**config.mk**
```make
export PLATFORM = sky130hd
export DESIGN_NAME = read_sequencer_flat
export DESIGN_NICKNAME = d
export VERILOG_FILES = /design/src/hw/sample_buffer_pkg.sv /design/src/hw/sample_buffer_if.sv /design/src/hw/read_sequencer.sv /design/src/flat_wrapper.sv
export SDC_FILE = /design/constraint.sdc
export NUM_CORES = 1
export LEC_CHECK = 0
export CELL_PAD_IN_SITES_DETAIL_PLACEMENT = 0
export CELL_PAD_IN_SITES_GLOBAL_PLACEMENT = 1
export CORE_MARGIN = 10
export CORE_UTILIZATION = 51
export CTS_BUF_LIST = sky130_fd_sc_hd__clkbuf_8
export CTS_CLUSTER_DIAMETER = 30
export DETAILED_ROUTE_END_ITERATION = 6
export DONT_BUFFER_PORTS = 1
export PLACE_DENSITY = 0.93
export SLEW_MARGIN = 20
export SYNTH_ARGS = -nofsm -noshare
export SYNTH_HDL_FRONTEND = slang
export SYNTH_SLANG_ARGS = --single-unit
```
**constraint.sdc**
```tcl
create_clock -name memclk -period 2.8 [get_ports memclk]
set_clock_uncertainty 0.2 [all_clocks]
set_input_delay 0.84 -clock memclk [delete_from_list [all_inputs] [get_ports memclk]]
set_output_delay 0.84 -clock memclk [all_outputs]
set_load 0.005 [all_outputs]
```
**src/hw/sample_buffer_pkg.sv**
```systemverilog
`default_nettype none

package sample_buffer_pkg;

    // width of one digitizer sample
    localparam int sample_bits = 12;

    // samples stored together in one memory word per channel
    localparam int mem_samples = 6;

    // one channel word holds six samples, sample 0 in the lowest bits
    // so a 72-bit memory word maps straight onto the packed array
    typedef logic [mem_samples-1:0][sample_bits-1:0] sample_word_t;

    // position inside the four-cycle memclk phase
    // phase 0 is the cycle carrying memclk_sync_i
    typedef logic [1:0] phase_t;

    // run control as seen on memclk
    typedef enum logic {
        run_stopped,
        run_active
    } run_state_t;

    // the readout machine waits for a request or walks a burst
    typedef enum logic {
        rd_idle,
        rd_burst
    } read_state_t;

    // each channel index adds this many cycles of output delay,
    // which keeps the channel outputs staggered like the old cascade did
    localparam int chan_stagger = 2;

endpackage

`default_nettype wire

```
**src/hw/sample_buffer_if.sv**
```systemverilog
`timescale 1ns/100ps
`default_nettype none

// write side of the channel memories
// the write sequencer owns every signal here
interface write_port_if #(
    parameter int nchan    = 4,
    parameter int addr_len = 10
);
    // high for every cycle of an active run
    logic                                         wr_en;
    logic [addr_len-1:0]                          wr_addr;
    sample_buffer_pkg::sample_word_t [nchan-1:0]  wr_data;
    // also tells the read side whether requests may be taken
    logic                                         running;

    modport src (
        output wr_en,
        output wr_addr,
        output wr_data,
        output running
    );

    modport mem (
        input wr_en,
        input wr_addr,
        input wr_data
    );

    modport ctl (
        input running
    );
endinterface

// read side of the channel memories plus the phase slot for readout
interface read_port_if #(
    parameter int addr_len = 10
);
    logic                rd_en;
    logic [addr_len-1:0] rd_addr;
    // one cycle after the request is taken, also the begin pulse
    logic                rd_start;
    // high in the phase where a request may be accepted
    logic                readout_slot;

    // the write sequencer owns the phase, so it flags the slot
    modport slot (
        output readout_slot
    );

    modport seq (
        output rd_en,
        output rd_addr,
        output rd_start,
        input  readout_slot
    );

    modport mem (
        input rd_en,
        input rd_addr
    );
endinterface

`default_nettype wire

```
**src/hw/read_sequencer.sv**
```systemverilog
`timescale 1ns/100ps
`default_nettype none

module read_sequencer #(
    parameter int addr_len = 10,
    parameter int rd_len   = 12
) (
    input  wire logic                memclk,
    input  wire logic                run_rst_i,
    input  wire logic [addr_len-1:0] req_addr_i,
    input  wire logic                req_valid_i,
    output logic                     req_ready_o,
    output logic                     begin_o,
    write_port_if.ctl                wr,
    read_port_if.seq                 rd
);

    // wide enough to hold rd_len-1 even for very short bursts
    localparam int cnt_bits = (rd_len > 1) ? $clog2(rd_len) : 1;
    localparam logic [cnt_bits-1:0] last_cnt = cnt_bits'(rd_len - 1);

    sample_buffer_pkg::read_state_t rd_state;
    logic [cnt_bits-1:0]            burst_cnt;
    logic [addr_len-1:0]            start_addr;
    logic                           accept;

    // a request only goes through while running, idle and in the slot
    // this also avoids a stopped buffer taking a request it cannot serve
    assign req_ready_o = wr.running && (rd_state == sample_buffer_pkg::rd_idle) &&
                         rd.readout_slot;
    assign accept      = req_valid_i && req_ready_o;

    // reads always start on a four-word boundary
    assign start_addr = {req_addr_i[addr_len-1:2], 2'b00};

    // the begin pulse is just the registered accept
    assign begin_o = rd.rd_start;

    always_ff @(posedge memclk) begin
        if (run_rst_i) begin
            rd_state    <= sample_buffer_pkg::rd_idle;
            rd.rd_start <= 1'b0;
            rd.rd_en    <= 1'b0;
            burst_cnt   <= '0;
        end else begin
            rd.rd_start <= accept;
            if (!wr.running) begin
                // losing the run abandons any burst in flight
                rd_state <= sample_buffer_pkg::rd_idle;
                rd.rd_en <= 1'b0;
            end else begin
                case (rd_state)
                    sample_buffer_pkg::rd_idle: begin
                        if (accept) begin
                            rd_state <= sample_buffer_pkg::rd_burst;
                        end
                    end
                    sample_buffer_pkg::rd_burst: begin
                        if (rd.rd_start) begin
                            // first read address goes out the cycle after begin
                            rd.rd_en  <= 1'b1;
                            burst_cnt <= '0;
                        end else if (rd.rd_en) begin
                            if (burst_cnt == last_cnt) begin
                                // ready may come back from the next cycle on
                                rd.rd_en <= 1'b0;
                                rd_state <= sample_buffer_pkg::rd_idle;
                            end else begin
                                burst_cnt <= burst_cnt + 1'b1;
                            end
                        end
                    end
                    default: begin
                        rd_state <= sample_buffer_pkg::rd_idle;
                    end
                endcase
            end
        end
    end

    // the address is loaded on accept and steps once per issued read
    // it sits on the start address through the begin cycle
    always_ff @(posedge memclk) begin
        if (accept) begin
            rd.rd_addr <= start_addr;
        end else if (rd.rd_en) begin
            rd.rd_addr <= rd.rd_addr + 1'b1;
        end
    end

endmodule

`default_nettype wire

```
**src/flat_wrapper.sv**
```systemverilog
// flat-port wrapper written by rule: the top's interface ports become plain ports
module read_sequencer_flat 
#(
    parameter int addr_len = 10,
    parameter int rd_len   = 12
)
  (memclk, run_rst_i, req_addr_i, req_valid_i, req_ready_o, begin_o, wr_running, rd_rd_en, rd_rd_addr, rd_rd_start, rd_readout_slot);
  write_port_if #(.addr_len(addr_len)) wr_i ();
  read_port_if #(.addr_len(addr_len)) rd_i ();
  input  wire logic memclk;
  input  wire logic run_rst_i;
  input  wire logic [addr_len-1:0] req_addr_i;
  input  wire logic req_valid_i;
  output logic req_ready_o;
  output logic begin_o;
  input wire logic [$bits(wr_i.running)-1:0] wr_running;
  output wire logic [$bits(rd_i.rd_en)-1:0] rd_rd_en;
  output wire logic [$bits(rd_i.rd_addr)-1:0] rd_rd_addr;
  output wire logic [$bits(rd_i.rd_start)-1:0] rd_rd_start;
  input wire logic [$bits(rd_i.readout_slot)-1:0] rd_readout_slot;
  assign wr_i.running = wr_running;
  assign rd_rd_en = rd_i.rd_en;
  assign rd_rd_addr = rd_i.rd_addr;
  assign rd_rd_start = rd_i.rd_start;
  assign rd_i.readout_slot = rd_readout_slot;
  read_sequencer #(.addr_len(addr_len), .rd_len(rd_len)) u_core (.memclk(memclk), .run_rst_i(run_rst_i), .req_addr_i(req_addr_i), .req_valid_i(req_valid_i), .req_ready_o(req_ready_o), .begin_o(begin_o), .wr(wr_i), .rd(rd_i));
endmodule
```
* Yosys cells after proc, flatten, opt, wreduce, memory -nomap -nowiden
Cells that the tools add are included.
** Word-level totals
- Flip-flop bits (word level) :: 17
- Input bits :: 15
- Output and inout port bits :: 14
- Logic and storage cells :: 31
** Operators by class
- Add/subtract/negate cells :: 2
- Eq/ne operators :: 2
- Muxes and demuxes :: 12
- Bitwise gates (word level) :: 2
- Reduce and logical (&&, ||, !) cells :: 7
** Operators with widths (number)
- two-way mux 10 bit :: 2
- two-way mux 4 bit :: 3
- adder 10 x 1 -> 10 bit (second input constant) :: 1
- two-way mux 1 bit :: 6
- adder 4 x 1 -> 4 bit (second input constant) :: 1
- == test 4 bit (second input constant) :: 1
- AND reduction 4 bit :: 1
- nonzero test 2 bit :: 2
- logical AND 1 bit :: 3
- != test 2 x 1 -> 1 bit (second input constant) :: 1
- NOT 1 bit :: 2
- one-hot mux 1 bit (2 select lines) :: 1
- OR reduction 2 bit :: 1

* Logic depth before layout (Yosys ltp)
- Depth in word-level cells :: 6
- Depth in mapped cells :: 5
- Mapped depth without buffers :: 5

* Worst setup path before layout
Ideal clock, no wire load.
- Kind :: in2out
- Start point :: input wr_running
- End point :: output req_ready_o
- Data arrival time :: 1024 ps
- Data required time :: 1760 ps
- Slack :: 736 ps
- Stages :: 1
- Path buffers :: 0
- Cell sequence :: and3b_1
** Between the ends
- Cells in the longest elaborated chain, start to end :: 2
** RTL lines
- start: declaration :: line flat_wrapper.sv:16 : input wire logic [$bits(wr_i.running)-1:0] wr_running;
- logical AND 1 bit (2 in a row) :: line read_sequencer.sv:29 : assign req_ready_o = wr.running && (rd_state == sample_buffer_pkg::rd_idle) &&
- end: declaration :: line flat_wrapper.sv:14 : output logic req_ready_o;
Every way passes these cells.

* Final worst setup path
Ends and elaborated chain as after synthesis.

==> qor.txt <==
Status = complete, no violations
Nets = 116
Clk_lat worst skew = 0.25 ns
YS warnings = 0
Vias in the first global route = 675
Max-cap violations = 0
Sequential power share = 0.585
Sw Ratio = 0.206
Layout cells sized above 1 = 0.0612
Syn Std Cell Area = 900 um2
RSZ-0062 raised after global routing = false
Clock Sinks = 17
Largest cells by area after synthesis = edfxtp_1 27%, dfxtp_1 20%, nand2_1 6.3%
Clock buffer depth = 2
Crit-path cells = and3b_1
Area Growth Syn to Fin = 5.84%
Final period util = 0.743
PortBufs = 0
TNS Setup = 0 ns
Post-route ant nets = 0
Post-synthesis sequential area ratio = 0.467
Post-synth ARST share = 0
Endpoint class of the critical path = output pin
Grt ovf = 0
Setup Viol. Count Final = 0
#FFs+latches synth = 17
Power density cells = 486 nW/um2
Met1 global-route usage = 0.113
HPWL Detailed = 1.41 mm
Chip height = 62 um
Utilization after layout = 0.558
Most frequent cell after synthesis = nand2_1
Clk root buf = clkbuf_8
Synth Area in Compound Gates = 0.117
Top cells by count, synth = 15 x nand2_1, 9 x dfxtp_1, 8 x a21oi_1, 8 x edfxtp_1, 7 x o21ai_1
Final Hold Violating Endpoints = 0
Placer Congestion = 0.729
Mapped Cells = 97
Internal power = 368 uW
Core ar. = 1710 um2
Slew Viols, Final = 0
Crit-path max FO = 3
Initial antenna violation count = 0
Main synth FF type = dfxtp_1
Startpoint types = input port
Leak pwr = 0.000313 uW
Setup CP Type = input port to output pin
HP Class = flip-flop to flip-flop
Synth top area share = 0.267
Peak supply drop = 0.271 mV
CP max stage delay = 0.20 ns
Routing usage on met3 = 0.0427
Clock share of power = 0.381
Final Instance Area = 952 um2
Clock slew seen by the registers of the worst setup and hold paths = 0.06 ns
Tot GR Track Use = 0.101
Gate power share = 0.034
Die Span X = 62 um
TritonCTS clock tree = built
DIE AREA = 3840 um2
PostCTS Resize Cnt = 0
Netlist cell types = 30
First-pass GRT wire length = 2.98 mm
Buf+Inv Stages, Crit Path = 0
Worst-Margin Slew = 0.431 ns
Placement Cell Area = 907 um2
Slowest cell on crit path = and3b_1
Post-CTS Hold Buffers = 0
CP required = 1.76 ns
Post-synth net total = 114
Antenna cells = 0
FMAX = 0.481 GHz
IO Count = 29
Num rows = 15
CTS H-tree depth = 1
Main combinational cell family by area after synthesis = simple AND/OR/NAND/NOR gates
DR WL/cell = 15.4 um
Cell family with most CP delay = simple AND/OR/NAND/NOR gates
Min cycle time layout = 2.08 ns
Number of post-CTS setup repair buffers = 0
Vias post-DR = 671
Vias per cell = 5.46
Post-synthesis simple-gate area fraction = 0.250
EDFF count, synth = 8
First DRT Iteration DRCs = 7
# DRC = 0
Number of buffers created by CTS = 3
Post-synthesis mux area share = 0.0111
Grt peak-use layer = met2
Area leader, netlist = edfxtp_1
Initial Utilization = 0.527
Final wirelength = 1.89 mm
Power, Total = 463 uW
Psw = 95.4 uW
Avg Inst Size Synth = 9.27 um2
Data arrival, critical path = 1.04 ns
Adder-cell area share of the yosys netlist = 0.0278
Worst slew margin = 0.712
Synth Area in XOR/XNOR = 0.0876
Met2 Usage GRT = 0.162
Iteration count of the initial detailed-routing pass = 4
Largest net degree at the start of global routing = 13
## path summary, 6_finish.rpt
path                   startpoint              endpoint  slack, ns  cells past startpoint
max reg2reg  u_core.rd.rd_addr[0]  u_core.rd.rd_addr[6]       1.13                      5
min           u_core.burst_cnt[3]   u_core.burst_cnt[3]       0.29                      2
max                    wr_running           req_ready_o       0.72                      1
min reg2reg   u_core.burst_cnt[3]   u_core.burst_cnt[3]       0.29                      2
## kinds of logic (layout without fill, tap and decap cells)
kind of cell / count (synthesis) / after routing
DFF: 17 / 17
buffers and inverters: 6 / 7
xor gates and xnor gates: 9 / 9
AOI/OAI and AO/OA: 21 / 21
and+or+nand+nor: 41 / 41
muxes: 1 / 1
adders and majority gates: 2 / 2
## worst register-to-register path, cell delays in order, from the launching register on
cell and delay (ns):
dfxtp_1 0.44, ha_1 0.25, and3_1 0.21, nand3_1 0.10
xor2_1 0.15, o21ai_1 0.07
## layout make-up
type	instances	area, um2
tap	25	31.3
sequential	17	420
fill	158	756
inverter	3	11.3
multi-input combinational	74	444
clock buffer	3	41.3
clock inverter	1	3.75
## per-stage QoR
step | hold slack [ns] | cells | worst slack [ns]
2_1_floorplan | 0.252 | 97 | 0.736
3_3_place_gp | 0.265 | 119 | 0.716
3_5_place_dp | 0.279 | 119 | 0.714
4_1_cts | 0.288 | 123 | 0.713
5_1_grt | 0.320 | 123 | 0.695
6_report | 0.285 | 123 | 0.721
## cell usage in the layout (no fill, tap or decap), types with 3 or more instances in the layout
cell type	instances
dfxtp_1	9
o21ai_0	6
inv_1	4
o21ai_1	7
nor2_1	4
clkbuf_8	3
edfxtp_1	8
nand2b_1	3
a21oi_1	8
nand2_1	15
xor2_1	3
nand3_1	4
xnor2_1	6
## per-layer routing
metal,vias up,routed length [um]
met5,-,0
met4,0,28
met2,19,903
li1,342,-
met1,306,772
met3,4,184
## registers in the layout, summed over array words and instances (netlist names)
name	count
u_core.begin_o	1
u_core.rd_state	1
u_core.rd.rd_addr	10
u_core.rd.rd_en	1
u_core.burst_cnt	4
## power groups by stage
| stage | Sequential (uW) | Clock [uW] | Combinational, uW |
|---|---|---|---|
| 6_report | 271 | 176 | 15.6 |
| 5_1_grt | 272 | 194 | 18.2 |
| 4_1_cts | 271 | 183 | 15.9 |
| 3_5_place_dp | 277 | 0 | 15.8 |
| 3_3_place_gp | 276 | 0 | 15.3 |
| 2_1_floorplan | 275 | 0 | 13.9 |
(Power assumes the default switching activity.)
