<file path="config.mk">
export PLATFORM = sky130hd
export DESIGN_NAME = write_sequencer_flat
export DESIGN_NICKNAME = d
export VERILOG_FILES = /design/src/hw/sample_buffer_pkg.sv /design/src/hw/sample_buffer_if.sv /design/src/hw/write_sequencer.sv /design/src/flat_wrapper.sv
export SDC_FILE = /design/constraint.sdc
export NUM_CORES = 1
export LEC_CHECK = 0
export BUFFER_PORTS_ARGS = -buffer_cell sky130_fd_sc_hd__buf_2
export CORE_AREA = 2 2 233 235
export CTS_CLUSTER_DIAMETER = 40
export CTS_CLUSTER_SIZE = 14
export DETAILED_ROUTE_END_ITERATION = 7
export DIE_AREA = 0 0 235 237
export SYNTH_ARGS = -nofsm -noshare
export SYNTH_HDL_FRONTEND = slang
export SYNTH_SLANG_ARGS = --single-unit
</file>
<file path="constraint.sdc">
create_clock -name memclk -period 1.35 [get_ports memclk]
set_input_delay 0 -clock memclk [delete_from_list [all_inputs] [get_ports memclk]]
set_output_delay 0 -clock memclk [all_outputs]
set_load 0.01 [all_outputs]
</file>
<file path="src/hw/sample_buffer_pkg.sv">
`default_nettype none

package sample_buffer_pkg;

    // width of one digitizer sample
    localparam int sample_bits = 12;

    // samples stored together in one memory word per channel
    localparam int mem_samples = 6;

    // one channel word holds six samples, sample 0 in the lowest bits
    // so a 72-bit memory word maps straight onto the packed array
    typedef logic [mem_samples-1:0][sample_bits-1:0] sample_word_t;

    // position inside the four-cycle memclk phase
    // phase 0 is the cycle carrying memclk_sync_i
    typedef logic [1:0] phase_t;

    // run control as seen on memclk
    typedef enum logic {
        run_stopped,
        run_active
    } run_state_t;

    // the readout machine waits for a request or walks a burst
    typedef enum logic {
        rd_idle,
        rd_burst
    } read_state_t;

    // each channel index adds this many cycles of output delay,
    // which keeps the channel outputs staggered like the old cascade did
    localparam int chan_stagger = 2;

endpackage

`default_nettype wire

</file>
<file path="src/hw/sample_buffer_if.sv">
`timescale 1ns/100ps
`default_nettype none

// write side of the channel memories
// the write sequencer owns every signal here
interface write_port_if #(
    parameter int nchan    = 4,
    parameter int addr_len = 10
);
    // high for every cycle of an active run
    logic                                         wr_en;
    logic [addr_len-1:0]                          wr_addr;
    sample_buffer_pkg::sample_word_t [nchan-1:0]  wr_data;
    // also tells the read side whether requests may be taken
    logic                                         running;

    modport src (
        output wr_en,
        output wr_addr,
        output wr_data,
        output running
    );

    modport mem (
        input wr_en,
        input wr_addr,
        input wr_data
    );

    modport ctl (
        input running
    );
endinterface

// read side of the channel memories plus the phase slot for readout
interface read_port_if #(
    parameter int addr_len = 10
);
    logic                rd_en;
    logic [addr_len-1:0] rd_addr;
    // one cycle after the request is taken, also the begin pulse
    logic                rd_start;
    // high in the phase where a request may be accepted
    logic                readout_slot;

    // the write sequencer owns the phase, so it flags the slot
    modport slot (
        output readout_slot
    );

    modport seq (
        output rd_en,
        output rd_addr,
        output rd_start,
        input  readout_slot
    );

    modport mem (
        input rd_en,
        input rd_addr
    );
endinterface

`default_nettype wire

</file>
<file path="src/hw/write_sequencer.sv">
`timescale 1ns/100ps
`default_nettype none

module write_sequencer #(
    parameter int nchan         = 4,
    parameter int addr_len      = 10,
    parameter int readout_phase = 0
) (
    input  wire logic                                        memclk,
    input  wire logic                                        run_rst_i,
    input  wire logic                                        run_stop_i,
    input  wire logic                                        memclk_sync_i,
    input  wire sample_buffer_pkg::sample_word_t [nchan-1:0] dat_i,
    output logic                                             event_rst_o,
    write_port_if.src                                        wr,
    read_port_if.slot                                        rd
);

    sample_buffer_pkg::phase_t     phase;
    sample_buffer_pkg::run_state_t run_state;
    logic [addr_len-1:0]           wr_addr;
    logic                          phase3;
    logic                          running;

    // the phase index follows the sync pulse
    // sync marks phase 0, so the cycle after it is phase 1
    always_ff @(posedge memclk) begin
        if (memclk_sync_i) begin
            phase <= 2'd1;
        end else begin
            phase <= phase + 2'd1;
        end
    end

    assign phase3 = (phase == 2'd3);

    // run commands are only looked at on phase 3
    // a run reset wins over a stop when both are present
    // outside phase 3 the run state holds its value
    always_ff @(posedge memclk) begin
        if (phase3) begin
            if (run_rst_i) begin
                run_state <= sample_buffer_pkg::run_active;
            end else if (run_stop_i) begin
                run_state <= sample_buffer_pkg::run_stopped;
            end
        end
    end

    assign running = (run_state == sample_buffer_pkg::run_active);

    // the event buffer is held in reset whenever we are not running
    assign event_rst_o = ~running;

    // the write address free-runs and wraps through the ring
    // a run reset on phase 3 puts it at zero for the first running cycle
    always_ff @(posedge memclk) begin
        if (phase3 && run_rst_i) begin
            wr_addr <= '0;
        end else begin
            wr_addr <= wr_addr + 1'b1;
        end
    end

    // while stopped the address keeps counting but nothing lands in memory
    assign wr.wr_en   = running;
    assign wr.wr_addr = wr_addr;
    // input data already arrives at memory width, one word per channel
    assign wr.wr_data = dat_i;
    assign wr.running = running;

    // readout is aligned to a fixed phase so the output timing is known
    assign rd.readout_slot = (phase == sample_buffer_pkg::phase_t'(readout_phase));

endmodule

`default_nettype wire

</file>
<file path="src/flat_wrapper.sv">
// flat-port wrapper written by rule: the top's interface ports become plain ports
module write_sequencer_flat 
#(
    parameter int nchan         = 4,
    parameter int addr_len      = 10,
    parameter int readout_phase = 0
)
  (memclk, run_rst_i, run_stop_i, memclk_sync_i, dat_i, event_rst_o, wr_wr_en, wr_wr_addr, wr_wr_data, wr_running, rd_readout_slot);
  write_port_if #(.nchan(nchan), .addr_len(addr_len)) wr_i ();
  read_port_if #(.addr_len(addr_len)) rd_i ();
  input  wire logic memclk;
  input  wire logic run_rst_i;
  input  wire logic run_stop_i;
  input  wire logic memclk_sync_i;
  input  wire sample_buffer_pkg::sample_word_t [nchan-1:0] dat_i;
  output logic event_rst_o;
  output wire logic [$bits(wr_i.wr_en)-1:0] wr_wr_en;
  output wire logic [$bits(wr_i.wr_addr)-1:0] wr_wr_addr;
  output wire logic [$bits(wr_i.wr_data)-1:0] wr_wr_data;
  output wire logic [$bits(wr_i.running)-1:0] wr_running;
  output wire logic [$bits(rd_i.readout_slot)-1:0] rd_readout_slot;
  assign wr_wr_en = wr_i.wr_en;
  assign wr_wr_addr = wr_i.wr_addr;
  assign wr_wr_data = wr_i.wr_data;
  assign wr_running = wr_i.running;
  assign rd_readout_slot = rd_i.readout_slot;
  write_sequencer #(.nchan(nchan), .addr_len(addr_len), .readout_phase(readout_phase)) u_core (.memclk(memclk), .run_rst_i(run_rst_i), .run_stop_i(run_stop_i), .memclk_sync_i(memclk_sync_i), .dat_i(dat_i), .event_rst_o(event_rst_o), .wr(wr_i), .rd(rd_i));
endmodule
</file>
==> Word-level counts from Yosys, hierarchy flattened <==
Cells that the tools add are included.
{ "word_totals": {"register_bits": 13, "input_bits": 292, "out_inout_bits": 302} }
{ "classes": {"addsub": 2, "n_reduce_logical": 4, "eq_ne": 1, "n_mux": 1, "bitwise_logic": 1} }
{ "op_table": {"columns": ["cell", "count"], "rows": [
  ["10-bit by 1-bit adder with 10-bit output (second input constant)", 1],
  ["2-bit by 1-bit adder with 2-bit output (second input constant)", 1],
  ["2-bit equality test (second input constant)", 1],
  ["2-bit logical NOT", 1],
  ["2-bit AND reduction", 1],
  ["2-bit nonzero test", 1],
  ["1-bit logical AND", 1],
  ["1-bit 2-to-1 mux", 1],
  ["1-bit NOT", 1]
]} }

==> Longest topological paths before layout <==
Gate-level depths: netlist (run 1).
{ "logic_depth": {"word_depth": 2, "mapped_depth": 4, "mapped_depth_nobuf": 4} }

==> Least setup slack after synthesis (run 1) <==
OpenSTA, ideal clock, no wires.
{ "synth_path": {"kind": "reg-to-reg", "start": "reg u_core.wr_addr[0], in the netlist u_core.wr.wr_addr[0]", "end": "reg u_core.wr_addr[8], in the netlist u_core.wr.wr_addr[8]", "required_time_ns": 1.280, "stages_incl_launch_ff": 5, "setup_time_ns": 0.070, "t_arrival_ns": 1.238, "slack_ns": 0.042, "path_cell_list": "dfxtp_1 ha_1 nand4_1 or3_1 a21oi_1"} }
{ "synth_between": {"elab_chain_len": 1} }
{ "synth_lines": {"columns": ["item", "line_no", "text"], "rows": [
  ["from (decl)", "write_sequencer.sv:21", "logic [addr_len-1:0] wr_addr;"],
  ["from (signal assigned)", "write_sequencer.sv:61", "wr_addr <= wr_addr + 1'b1;"],
  ["10-bit by 1-bit adder with 10-bit output", "write_sequencer.sv:61", null]
]} }
No other way between the ends.
A chain may end at the register's enable or synchronous reset.

==> Worst setup path after layout (run 1) <==
Same ends and word-level chain as after synthesis.

==> summary.txt, run 1 <==
Outcome
  • Status: complete, no violations

STA
  • Final hold violation count: 0
  • Final Skew: around 0.0066 ns
  • Setup TNS: 0 ns
  • Final Setup Violations: 0
  • Hold Slack: 0.00000337 ns
  • Worst slew pin tran: 0.350 ns
  • Final setup margin: around 0.097 ns
  • Final worst path period need: 1.25 ns
  • FMAX: 798 MHz
  • RSZ-0062 raised after global routing: false
  • Fin crit share: slightly above 90%
  • Pins Over Slew Limit: 0
  • Slew HR: 76.7%

Floorplan
  • Die Ht: 237 microns
  • Top-Level Pins: 594
  • Die Width: 235 microns
  • Total die area: 0.0557 sq mm
  • Row count: 85
  • Core ar.: 0.0533 sq mm
  • Starting Density: 5.09%

Finish
  • N_diodes: 0
  • # fillers: 6329
  • Commonest non-fill, non-tap cell in the layout: buf_2
  • Share of layout cells above drive strength 1: approximately 36%
  • Area Growth Syn to Fin: -39.8%
  • Final net count: 379
  • Most frequent cells in the layout: 17 x buf_2, 9 x dfxtp_1, 4 x inv_1, 4 x nor2_1, 4 x buf_4

Routing
  • Highest metal used: met5
  • Via density: between 1 and 1.5
  • Residual DRC: 0
  • Routed WL per cell: 16.3 microns
  • Wire length on met1: between 1 and 1.5 mm
  • Detail Route Antenna Nets: 0
  • Via count: 1018
  • WL met2: between 5 and 6 mm
  • Iteration-0 DRC Markers: 29
  • DR pass1 iterations: 4
  • DR WL met3: 4.77 mm
  • WL final: 12.7 mm

Clock network
  • Clk_lat worst skew: 0.25 ns
  • Post-CTS setup buffer count: 0
  • Clock sink total: 13
  • CTS tree: built
  • Total clock buffers created by CTS: 3
  • H-tree levels: 1
  • Clock root buffer master: clkbuf_16
  • Clock Pin Slew Worst Setup and Hold Paths: 0.05 ns
  • Worst-case clock buffer depth: 2

Power
  • Int Power: 1.12 mW
  • Pwr Density: 994 mW/mm^2
  • Clock power share: 35.5%
  • Combinational share of power: around 28%
  • Sequential Power Share: 36.5%
  • Sw power: 507 uW
  • Switching share of power: a little under a third
  • Peak supply drop: 893 uV
  • Leakage power total: between 0.3 and 0.4 nW

Worst setup path
  • WP buf/inv: 0
  • Critical Path Source Type: flop
  • CP max-delay cell: or3_1
  • Crit path arrival time: 1.44 ns
  • CP delay by family, top: simple AND/OR/NAND/NOR gates
  • Worst-path cell chain: ha_1 > nand4_1 > or3_1 > a21oi_2
  • Crit Path Max Fanout: 4
  • Levels on crit path: 4
  • CP required: ~1.5 ns
  • Max incr delay on CP: 0.40 ns
  • Crit Path Class: reg -> reg
  • Worst Setup End Kind: flop
  • R2R depth: 4

Synthesis
  • Mean Syn Cell Area: 7.84 sq um
  • Yosys top cell area share: 80.0%
  • Ys flop type: dfxtp_1
  • Synth Register Bits: 13
  • EDFF count, synth: 1
  • Synth Instances: between 300 and 400
  • Post-synth cell types: 23
  • Ys Warns: 0
  • Cell area after synthesis: around 0.0027 sq mm
  • Syn_nets: 641
  • Synth area leaders: buf_4 80%, dfxtp_1 8.9%, ha_1 1.4%
  • Largest area contributor in the netlist: buf_4
  • Post-synth ARST share: 0%
  • Sequential area share after synthesis: under 10%

Global route
  • Global route overflow: 0
  • Gr usage total: 4.10%
  • Initial antenna violation count: 0
  • First-pass GRT wire length: 14.5 mm
  • Vias in the first global route: about 1100
  • Largest net degree at the start of global routing: 9

Hold path
  • Min-delay worst type: in -> out
  • Hold path cells: 0

Placed design
  • Gp weighted congestion: 0.635
  • I/O Buffers: 17
  • Pre-CTS setup slack: 0.0735 ns
  • Detail Placement HPWL: 11.3 mm

Job
  • Max Cap Violations: 0
==> layer usage <==
metal  vias up  GRT usage [%]
met2       333           6.60
met1       325          0.776
met5         -          0.519
li1        251              -
met4         2           3.15
met3       107           7.38
==> worst paths after layout <==
check / start / end / slack, ns
min: dat_i[147] / wr_wr_data[147] / 0.000003
min reg2reg: u_core.phase[0] / u_core.phase[0] / 0.42
max: u_core.wr.wr_addr[0] / u_core.wr.wr_addr[8] / 0.1
max reg2reg: u_core.wr.wr_addr[0] / u_core.wr.wr_addr[8] / 0.1
==> power groups by stage <==
stage	logic [mW]	registers [mW]	clock network [mW]
2_1_floorplan	1.06	0.637	0
3_3_place_gp	0.450	0.578	0
3_5_place_dp	0.451	0.589	0
4_1_cts	0.458	0.582	0.586
5_1_grt	0.503	0.607	0.600
6_report	0.455	0.592	0.575
==> synth_stat cells (3+ instances only) <==
cell and n:
a21oi_1 4, inv_1 4, buf_4 289, ha_1 3
dfxtp_1 12, nor2_1 4, nand3_1 3, o21a_1 3
nand2_1 3
==> registers in the layout (all words and copies together), names as in the netlist <==
signal,flops
u_core.wr.running,1
u_core.phase,2
u_core.wr.wr_addr,10
==> through the flow <==
step,utilization [%],instances,area (sq um),total power [mW]
floorplan,-,346,2710,1.69
global placement,2.86,773,1520,1.03
detailed placement,2.86,773,1520,1.04
CTS,3.05,779,1620,1.63
global route,3.06,779,1630,1.71
finish,3.06,779,1630,1.62
==> layout make-up <==
type                    count  area, sq um  share of cell area, %
repair buffers             23          135                   8.28
inverters                   4         15.0                  0.920
clock inverters             1         5.00                  0.307
well taps                 696          871                   53.4
clock buffers               3         75.1                   4.60
multi-input cells          39          256                   15.7
flip-flops and latches     13          274                   16.8
==> cells by family (layout without fill, tap and decap cells) <==
logic type	Yosys count	after routing	share of synthesized area, %
compound gates	11	11	2.49
xor+xnor	3	3	0.969
fa+ha+maj	3	3	1.38
buf+inv	294	31	80.7
simple gates	22	22	4.48
flops	13	13	9.97
==> repair_timing <==
action,CTS,global route
hold buffers,2,0
endpoints found under the hold margin,3,0
resized for setup,0,4
endpoints found under the setup margin,0,3
(Power assumes the default switching activity.)
==> run 2: changes to the inputs <==
--- a/config.mk
+++ b/config.mk
@@ -6,11 +6,11 @@
 export NUM_CORES = 1
 export LEC_CHECK = 0
 export BUFFER_PORTS_ARGS = -buffer_cell sky130_fd_sc_hd__buf_2
-export CORE_AREA = 2 2 233 235
+export CORE_AREA = 2 2 230 232
 export CTS_CLUSTER_DIAMETER = 40
 export CTS_CLUSTER_SIZE = 14
 export DETAILED_ROUTE_END_ITERATION = 7
-export DIE_AREA = 0 0 235 237
+export DIE_AREA = 0 0 232 234
 export SYNTH_ARGS = -nofsm -noshare
 export SYNTH_HDL_FRONTEND = slang
 export SYNTH_SLANG_ARGS = --single-unit
==> constraint.sdc (replaced) <==
create_clock -name memclk -period 1.6 [get_ports memclk]
set_input_delay 0 -clock memclk [delete_from_list [all_inputs] [get_ports memclk]]
set_output_delay 0 -clock memclk [all_outputs]
set_load 0.05 [all_outputs]
==> run 2 against run 1 <==
Net effect: flip-flop and latch count unchanged; largest power group unchanged; power shrank 6.4%; highest routed layer is now met4; critical path type unchanged; clock-buffer cell count grew 1; non-clock buffer count decreased by 4; cell area down 2.7%; combinational power increased by 15%; worst setup slack better by 0.19 ns.
==> summary.txt, run 2 (synthesis results as in run 1) <==
Worst setup path
  • Critical Path Source Type: flop
  • Worst Setup End Kind: flop
  • Crit path arrival time: 1.49 ns (+0.05 ns)
  • Worst-path cell chain: ha_1 > nand4_1 > or3_1 > a21oi_1
  • RR Startpoint: u_core.wr.wr_addr[0]
  • Reg-to-reg critical path endpoint: u_core.wr.wr_addr[8]
  • Reg2reg setup slack: 0.28 ns (+0.19 ns)
  • Max incr delay on CP: 0.37 ns (-0.03 ns)
  • R2R depth: 4 (unchanged)
  • Crit Path Class: reg -> reg
  • CP max-delay cell: or3_1
  • Crit Path Max Fanout: 5 (+1)
  • CP required: 1.77 ns (+0.23 ns)

Global route
  • M2 GR Usage: 5.60% (-1.0 points)
  • Initial antenna violation count: 0 (unchanged)
  • Gr usage total: 3.75% (-0.34 points)
  • Met3 Usage GRT: 5.17% (-2.2 points)
  • Largest net degree at the start of global routing: 9 (unchanged)
  • Routing usage on met1: 1.43% (+0.65 points)
  • GR peak layer: met2
  • First-pass GRT wire length: 12.8 mm (-12%)
  • Vias in the first global route: 1147 (+3.9%)
  • Global route overflow: 0 (unchanged)

Floorplan
  • Top-Level Pins: 594 (unchanged)
  • Total die area: 0.0543 sq mm (-2.5%)
  • Die Width: 232 microns (-1.3%)
  • Row count: 84 (-1.2%)
  • Die Ht: 234 microns (-1.3%)
  • Starting Density: 5.21% (+0.12 points)
  • Core ar.: 0.0520 sq mm (-2.4%)

Finish
  • Multi-input logic area: 253 sq um (-1.5%)
  • Largest register FFs: 10 (unchanged)
  • N_diodes: 0 (unchanged)
  • Fin cells: 767 (-1.5%)
  • Largest register by flop count: u_core.wr.wr_addr
  • # fillers: 6199 (-2.1%)
  • Most frequent cells in the layout: 17 x buf_2, 8 x dfxtp_1
  • Final net count: 375 (-1.1%)
  • Share of layout cells above drive strength 1: 31.6% (-4.5 points)
  • Sequential cell area: 275 sq um (+0.46%)
  • Area Growth Syn to Fin: -41.4%
  • Commonest non-fill, non-tap cell in the layout: buf_2

Clock network
  • Clk_lat worst skew: 0.24 ns (about the same)
  • Post-CTS setup buffer count: 0 (unchanged)
  • CTS tree: built
  • Clock Pin Slew Worst Setup and Hold Paths: 0.04 ns (about the same)
  • H-tree levels: 1 (unchanged)
  • Clock root buffer master: clkbuf_16
  • Total clock buffers created by CTS: 3 (unchanged)
  • Clock sink total: 13 (unchanged)
  • Worst-case clock buffer depth: 2 (unchanged)

STA
  • FMAX: 759 MHz (-4.9%)
  • Final hold violation count: 0 (unchanged)
  • Worst slew pin tran: 0.300 ns (-0.0494 ns)
  • Final Setup Violations: 0 (unchanged)
  • Final Skew: 0.00130 ns (-0.00531 ns)
  • Final worst path period need: 1.32 ns (+0.0641 ns)
  • Slew HR: 80.0% (+3.3 points)
  • Fin crit share: 82.3% (-10 points)
  • Pins Over Slew Limit: 0 (unchanged)
  • RSZ-0062 raised after global routing: false
  • Setup TNS: 0 ns (unchanged)

Routing
  • Routed WL per cell: 14.9 microns (-8.4%)
  • Detail Route Antenna Nets: 0 (unchanged)
  • Via count: 1018 (unchanged)
  • DR pass1 iterations: 4 (unchanged)
  • Iteration-0 DRC Markers: 33 (+14%)
  • Via density: 1.33 (+1.6%)
  • WL final: 11.4 mm (-9.8%)
  • Residual DRC: 0 (unchanged)

Placed design
  • Gp weighted congestion: 0.583 (-8.2%)
  • Detail Placement HPWL: 10.0 mm (-11%)
  • Placed insts: 761 (-1.6%)
  • I/O Buffers: 17 (unchanged)

Power
  • Leakage power total: 0.326 nW (-6.5%)
  • Peak supply drop: 959 uV (+7.4%)
  • Pwr Density: 957 mW/mm^2 (-3.8%)
  • Total power: 1.52 mW (-6.4%)

Outcome
  • Status: complete, no violations

Hold path
  • Worst Hold Path EP: wr_wr_data[178]
  • Worst Min Path Start: dat_i[178]
  • Hold path cells: 0 (unchanged)
  • Min-delay worst type: in -> out

Job
  • Max Cap Violations: 0 (unchanged)
[run 2: cell types whose count changed in the layout (fill, tap and decap cells not counted), sizes merged]
cell,change
buf,-4
clkbuf,+1
clkinv,-1
[run 2: metrics by stage]
stage	utilization, %	hold WS (ns)	setup WS (ns)	area, sq um
6_report	3.05	0.0000140	0.283	1590
5_1_grt	3.05	0.0000718	0.107	1590
4_1_cts	3.05	0.000341	0.278	1590
2_1_floorplan	-	0.0716	0.0393	2720
3_3_place_gp	2.86	0.000341	0.338	1490
3_5_place_dp	2.86	0.000341	0.304	1490
[run 2: worst max-delay path by stage]
| stage | cells after the start | slack, ns | end | start |
|---|---|---|---|---|
| finish | 4 | 0.28 | u_core.wr.wr_addr[8] | u_core.wr.wr_addr[0] |
| CTS | 4 | 0.28 | u_core.wr.wr_addr[8] | u_core.wr.wr_addr[0] |
| floorplan | 3 | 0.04 | u_core.wr.wr_addr[9] | u_core.wr.wr_addr[4] |
| global placement | 4 | 0.34 | u_core.wr.wr_addr[8] | u_core.wr.wr_addr[0] |
| detailed placement | 4 | 0.30 | u_core.wr.wr_addr[8] | u_core.wr.wr_addr[0] |
| global route | 4 | 0.11 | u_core.wr.wr_addr[8] | u_core.wr.wr_addr[0] |
[run 2: critical path, delay by kind of cell, from the launching register on]
| family | cells | cell delay, ns |
|---|---|---|
| AO/OA/AOI/OAI | 1 | 0.14 |
| adder cells (fa/ha/maj) | 1 | 0.22 |
| flip-flops | 1 | 0.36 |
| AND/OR/NAND/NOR | 2 | 0.53 |
[run 2: routing by layer]
layer  routed length [microns]  part of all wire, %
met1                      1520                   13
met2                      4920                   43
met3                      3580                   31
met4                      1390                   12
met5                         0                    0
[run 2: timing repair]
item,CTS,global route
hold buffers,2,0
hold endpoints to repair,3,0
resized for setup,0,0
[run 2: layout make-up]
cell class	count	share of cell area (%)
flip-flops and latches	13	17.3
well taps	688	54.2
multi-input cells	39	15.9
inverters	4	0.946
clock buffers	4	4.96
repair buffers	19	6.62
[run 2: report_power, final]
part / internal, mW / switching (mW) / leakage [nW]
Clock: 0.335 / 0.130 / 0.0382
Combinational: 0.140 / 0.385 / 0.179
Sequential: 0.422 / 0.107 / 0.109
Total: 0.897 / 0.622 / 0.326
==> run 3: changes to the inputs <==
--- a/config.mk
+++ b/config.mk
@@ -6,11 +6,11 @@
 export NUM_CORES = 1
 export LEC_CHECK = 0
 export BUFFER_PORTS_ARGS = -buffer_cell sky130_fd_sc_hd__buf_2
-export CORE_AREA = 2 2 230 232
+export CORE_AREA = 2 2 229 231
 export CTS_CLUSTER_DIAMETER = 40
 export CTS_CLUSTER_SIZE = 14
 export DETAILED_ROUTE_END_ITERATION = 7
-export DIE_AREA = 0 0 232 234
+export DIE_AREA = 0 0 231 233
 export SYNTH_ARGS = -nofsm -noshare
 export SYNTH_HDL_FRONTEND = slang
 export SYNTH_SLANG_ARGS = --single-unit
==> constraint.sdc (replaced) <==
create_clock -name memclk -period 1.1 [get_ports memclk]
set_input_delay 0 -clock memclk [delete_from_list [all_inputs] [get_ports memclk]]
set_output_delay 0 -clock memclk [all_outputs]
set_load 0.05 [all_outputs]
==> run 3 against run 2 <==
Net effect: the run now ends with negative setup slack left; sequential share of layout area hardly changed; clock skew is 0.00052 ns higher; highest routed layer is now met5; non-clock buffer count is 15 higher; flip-flop and latch count stayed put; clock power is 48% higher.
==> summary.txt, run 3 (synthesis results as in run 1) <==
Worst setup path
  • WP buf/inv: 0 (unchanged)
  • Crit Path Class: reg -> reg
  • Crit Path Max Fanout: 4 (-1)
  • R2R depth: 4 (unchanged)
  • CP required: 1.27 ns (-0.50 ns)
  • Worst Setup End Kind: flop
  • Worst-path cell chain: ha_4 > nand4_1 > or3_1 > a21oi_1
  • CP max-delay cell: dfxtp_4
  • Max incr delay on CP: 0.36 ns (about the same)
  • CP delay by family, top: simple AND/OR/NAND/NOR gates
  • Crit path arrival time: 1.32 ns (-0.17 ns)
  • Levels on crit path: 4 (unchanged)
  • Critical Path Source Type: flop

Clock network
  • Clk_lat worst skew: 0.24 ns (about the same)
  • Worst-case clock buffer depth: 2 (unchanged)
  • CTS tree: built
  • Clock root buffer master: clkbuf_16
  • Clock Pin Slew Worst Setup and Hold Paths: 0.04 ns (about the same)
  • Clock sink total: 13 (unchanged)
  • Total clock buffers created by CTS: 3 (unchanged)
  • H-tree levels: 1 (unchanged)

STA
  • Final setup margin: -0.0494 ns (-0.332 ns)
  • FMAX: 870 MHz (+15%)
  • Hold Slack: 0.0000193 ns (+0.00000534 ns)
  • Final worst path period need: 1.15 ns (-0.168 ns)
  • RSZ-0062 raised after global routing: true
  • Final hold violation count: 0 (unchanged)
  • Final Skew: 0.00182 ns (+0.000517 ns)
  • Pins Over Slew Limit: 0 (unchanged)
  • Fin crit share: 104% (+22 points)
  • Final Setup Violations: 4 (+4)
  • Worst slew pin tran: 0.266 ns (-0.0345 ns)
  • Slew HR: 82.4% (+2.4 points)
  • Setup TNS: -0.112 ns (-0.112 ns)

Placed design
  • I/O Buffers: 17 (unchanged)
  • Pre-CTS setup slack: -0.0695 ns (-0.374 ns)
  • Gp weighted congestion: 0.644 (+11%)
  • Detail Placement HPWL: 13.9 mm (+38%)
  • Placed insts: 766 (+0.66%)
  • Placed inst area: 0.00163 sq mm (+9.2%)

Global route
  • Global route overflow: 0 (unchanged)
  • Vias in the first global route: 1196 (+4.3%)
  • Initial antenna violation count: 0 (unchanged)
  • Largest net degree at the start of global routing: 9 (unchanged)
  • Gr usage total: 5.13% (+1.4 points)
  • First-pass GRT wire length: 16.8 mm (+31%)

Floorplan
  • Starting Density: 5.31% (+0.095 points)
  • Total die area: 0.0538 sq mm (-0.86%)
  • Top-Level Pins: 594 (unchanged)
  • Die Width: 231 microns (-0.43%)
  • Row count: 83 (-1.2%)
  • Die Ht: 233 microns (-0.43%)
  • Core ar.: 0.0511 sq mm (-1.8%)

Power
  • Peak supply drop: 1230 uV (+28%)
  • Int Power: 1.52 mW (+70%)
  • Sequential Power Share: 31.2% (-3.6 points)
  • Leakage power total: 0.407 nW (+25%)
  • Sw power: 996 uW (+60%)
  • Total power: 2.52 mW (+66%)
  • Pwr Density: 1430 mW/mm^2 (+50%)
  • Switching share of power: 39.5% (-1.4 points)
  • Combinational share of power: 41.4% (+6.8 points)
  • Clock power share: 27.4% (-3.2 points)

Routing
  • Via density: 1.32 (-0.42%)
  • DR WL met3: 5.09 mm (+42%)
  • Detail Route Antenna Nets: 0 (unchanged)
  • Routed WL per cell: 19.7 microns (+32%)
  • Residual DRC: 0 (unchanged)
  • WL met2: 7.70 mm (+57%)
  • Via count: 1023 (+0.49%)
  • Highest metal used: met5
  • DR pass1 iterations: 2 (-2)
  • Iteration-0 DRC Markers: 14 (-58%)
  • WL final: 15.3 mm (+34%)
  • Wire length on met1: 1.26 mm (-17%)

Job
  • Max Cap Violations: 0 (unchanged)

Finish
  • Area Growth Syn to Fin: -35.2%
  • Largest register by flop count: u_core.wr.wr_addr
  • N_diodes: 0 (unchanged)
  • Final net count: 390 (+4.0%)
  • Most frequent cells in the layout: 17 x buf_2, 15 x buf_4, 9 x dfxtp_4
  • Share of layout cells above drive strength 1: 52.1% (+20 points)
  • Final std cell area, no fill: 0.00176 sq mm (+11%)
  • Commonest non-fill, non-tap cell in the layout: buf_2
  • Largest register FFs: 10 (unchanged)
  • Final Util: 3.44% (+0.39 points)
  • Fin cells: 774 (+0.91%)

Hold path
  • Hold path cells: 0 (unchanged)
  • Min-delay worst type: in -> out

Outcome
  • Violated checks: negative setup slack
  • Status: finished with violations
## run 3: changes by cell type in the layout (fill, tap and decap cells not counted), moves of 4 or more
cell / previous run / this run
buf_4: 0 / 15
dfxtp_4: 0 / 9
dfxtp_1: 8 / 3
dfxtp_2: 4 / 0
## run 3: routing by layer
metal  up-vias  global-route usage (%)
met5         -                    2.02
met4         2                    3.61
met3       105                    7.94
met2       321                    9.13
met1       322                    1.10
li1        273                       -
## run 3: worst paths after layout
| kind | startpoint | endpoint | slack, ns |
|---|---|---|---|
| max | u_core.wr.wr_addr[1] | u_core.wr.wr_addr[6] | -0.05 |
| min | dat_i[129] | wr_wr_data[129] | 0.00002 |
| max reg2reg | u_core.wr.wr_addr[1] | u_core.wr.wr_addr[6] | -0.05 |
| min reg2reg | u_core.phase[0] | u_core.phase[0] | 0.41 |
## run 3: timing repair
| item | 4_1_cts | 5_1_grt |
|---|---|---|
| hold endpoints to repair | 3 | 0 |
| resized for setup | 0 | 4 |
| pin swaps | 4 | 3 |
| setup endpoints to repair | 4 | 8 |
| buffers inserted | 2 | 0 |
| hold buffers | 2 | 0 |
| cloned | 0 | 0 |
## run 3: cell type report
| class | instances | area, sq um |
|---|---|---|
| inverters | 4 | 15.0 |
| fillers | 6116 | 49300 |
| flip-flops and latches | 13 | 304 |
| repair buffers | 34 | 218 |
| well taps | 680 | 851 |
| clock buffers | 4 | 78.8 |
| multi-input cells | 39 | 292 |
## run 3: power by group through the flow
stage / combinational, mW / clock, mW / sequential [mW]
after global routing: 1.13 / 0.729 / 0.809
final: 1.04 / 0.690 / 0.787
after global placement: 0.991 / 0 / 0.799
after detailed placement: 1.00 / 0 / 0.811
after CTS: 1.05 / 0.716 / 0.790
after floorplan: 3.08 / 0 / 1.19
## run 3: worst register-to-register path: stages, from the launching register on
cell     delay [ns]
dfxtp_4        0.36
ha_4           0.13
nand4_1        0.11
or3_1          0.34
a21oi_1        0.14
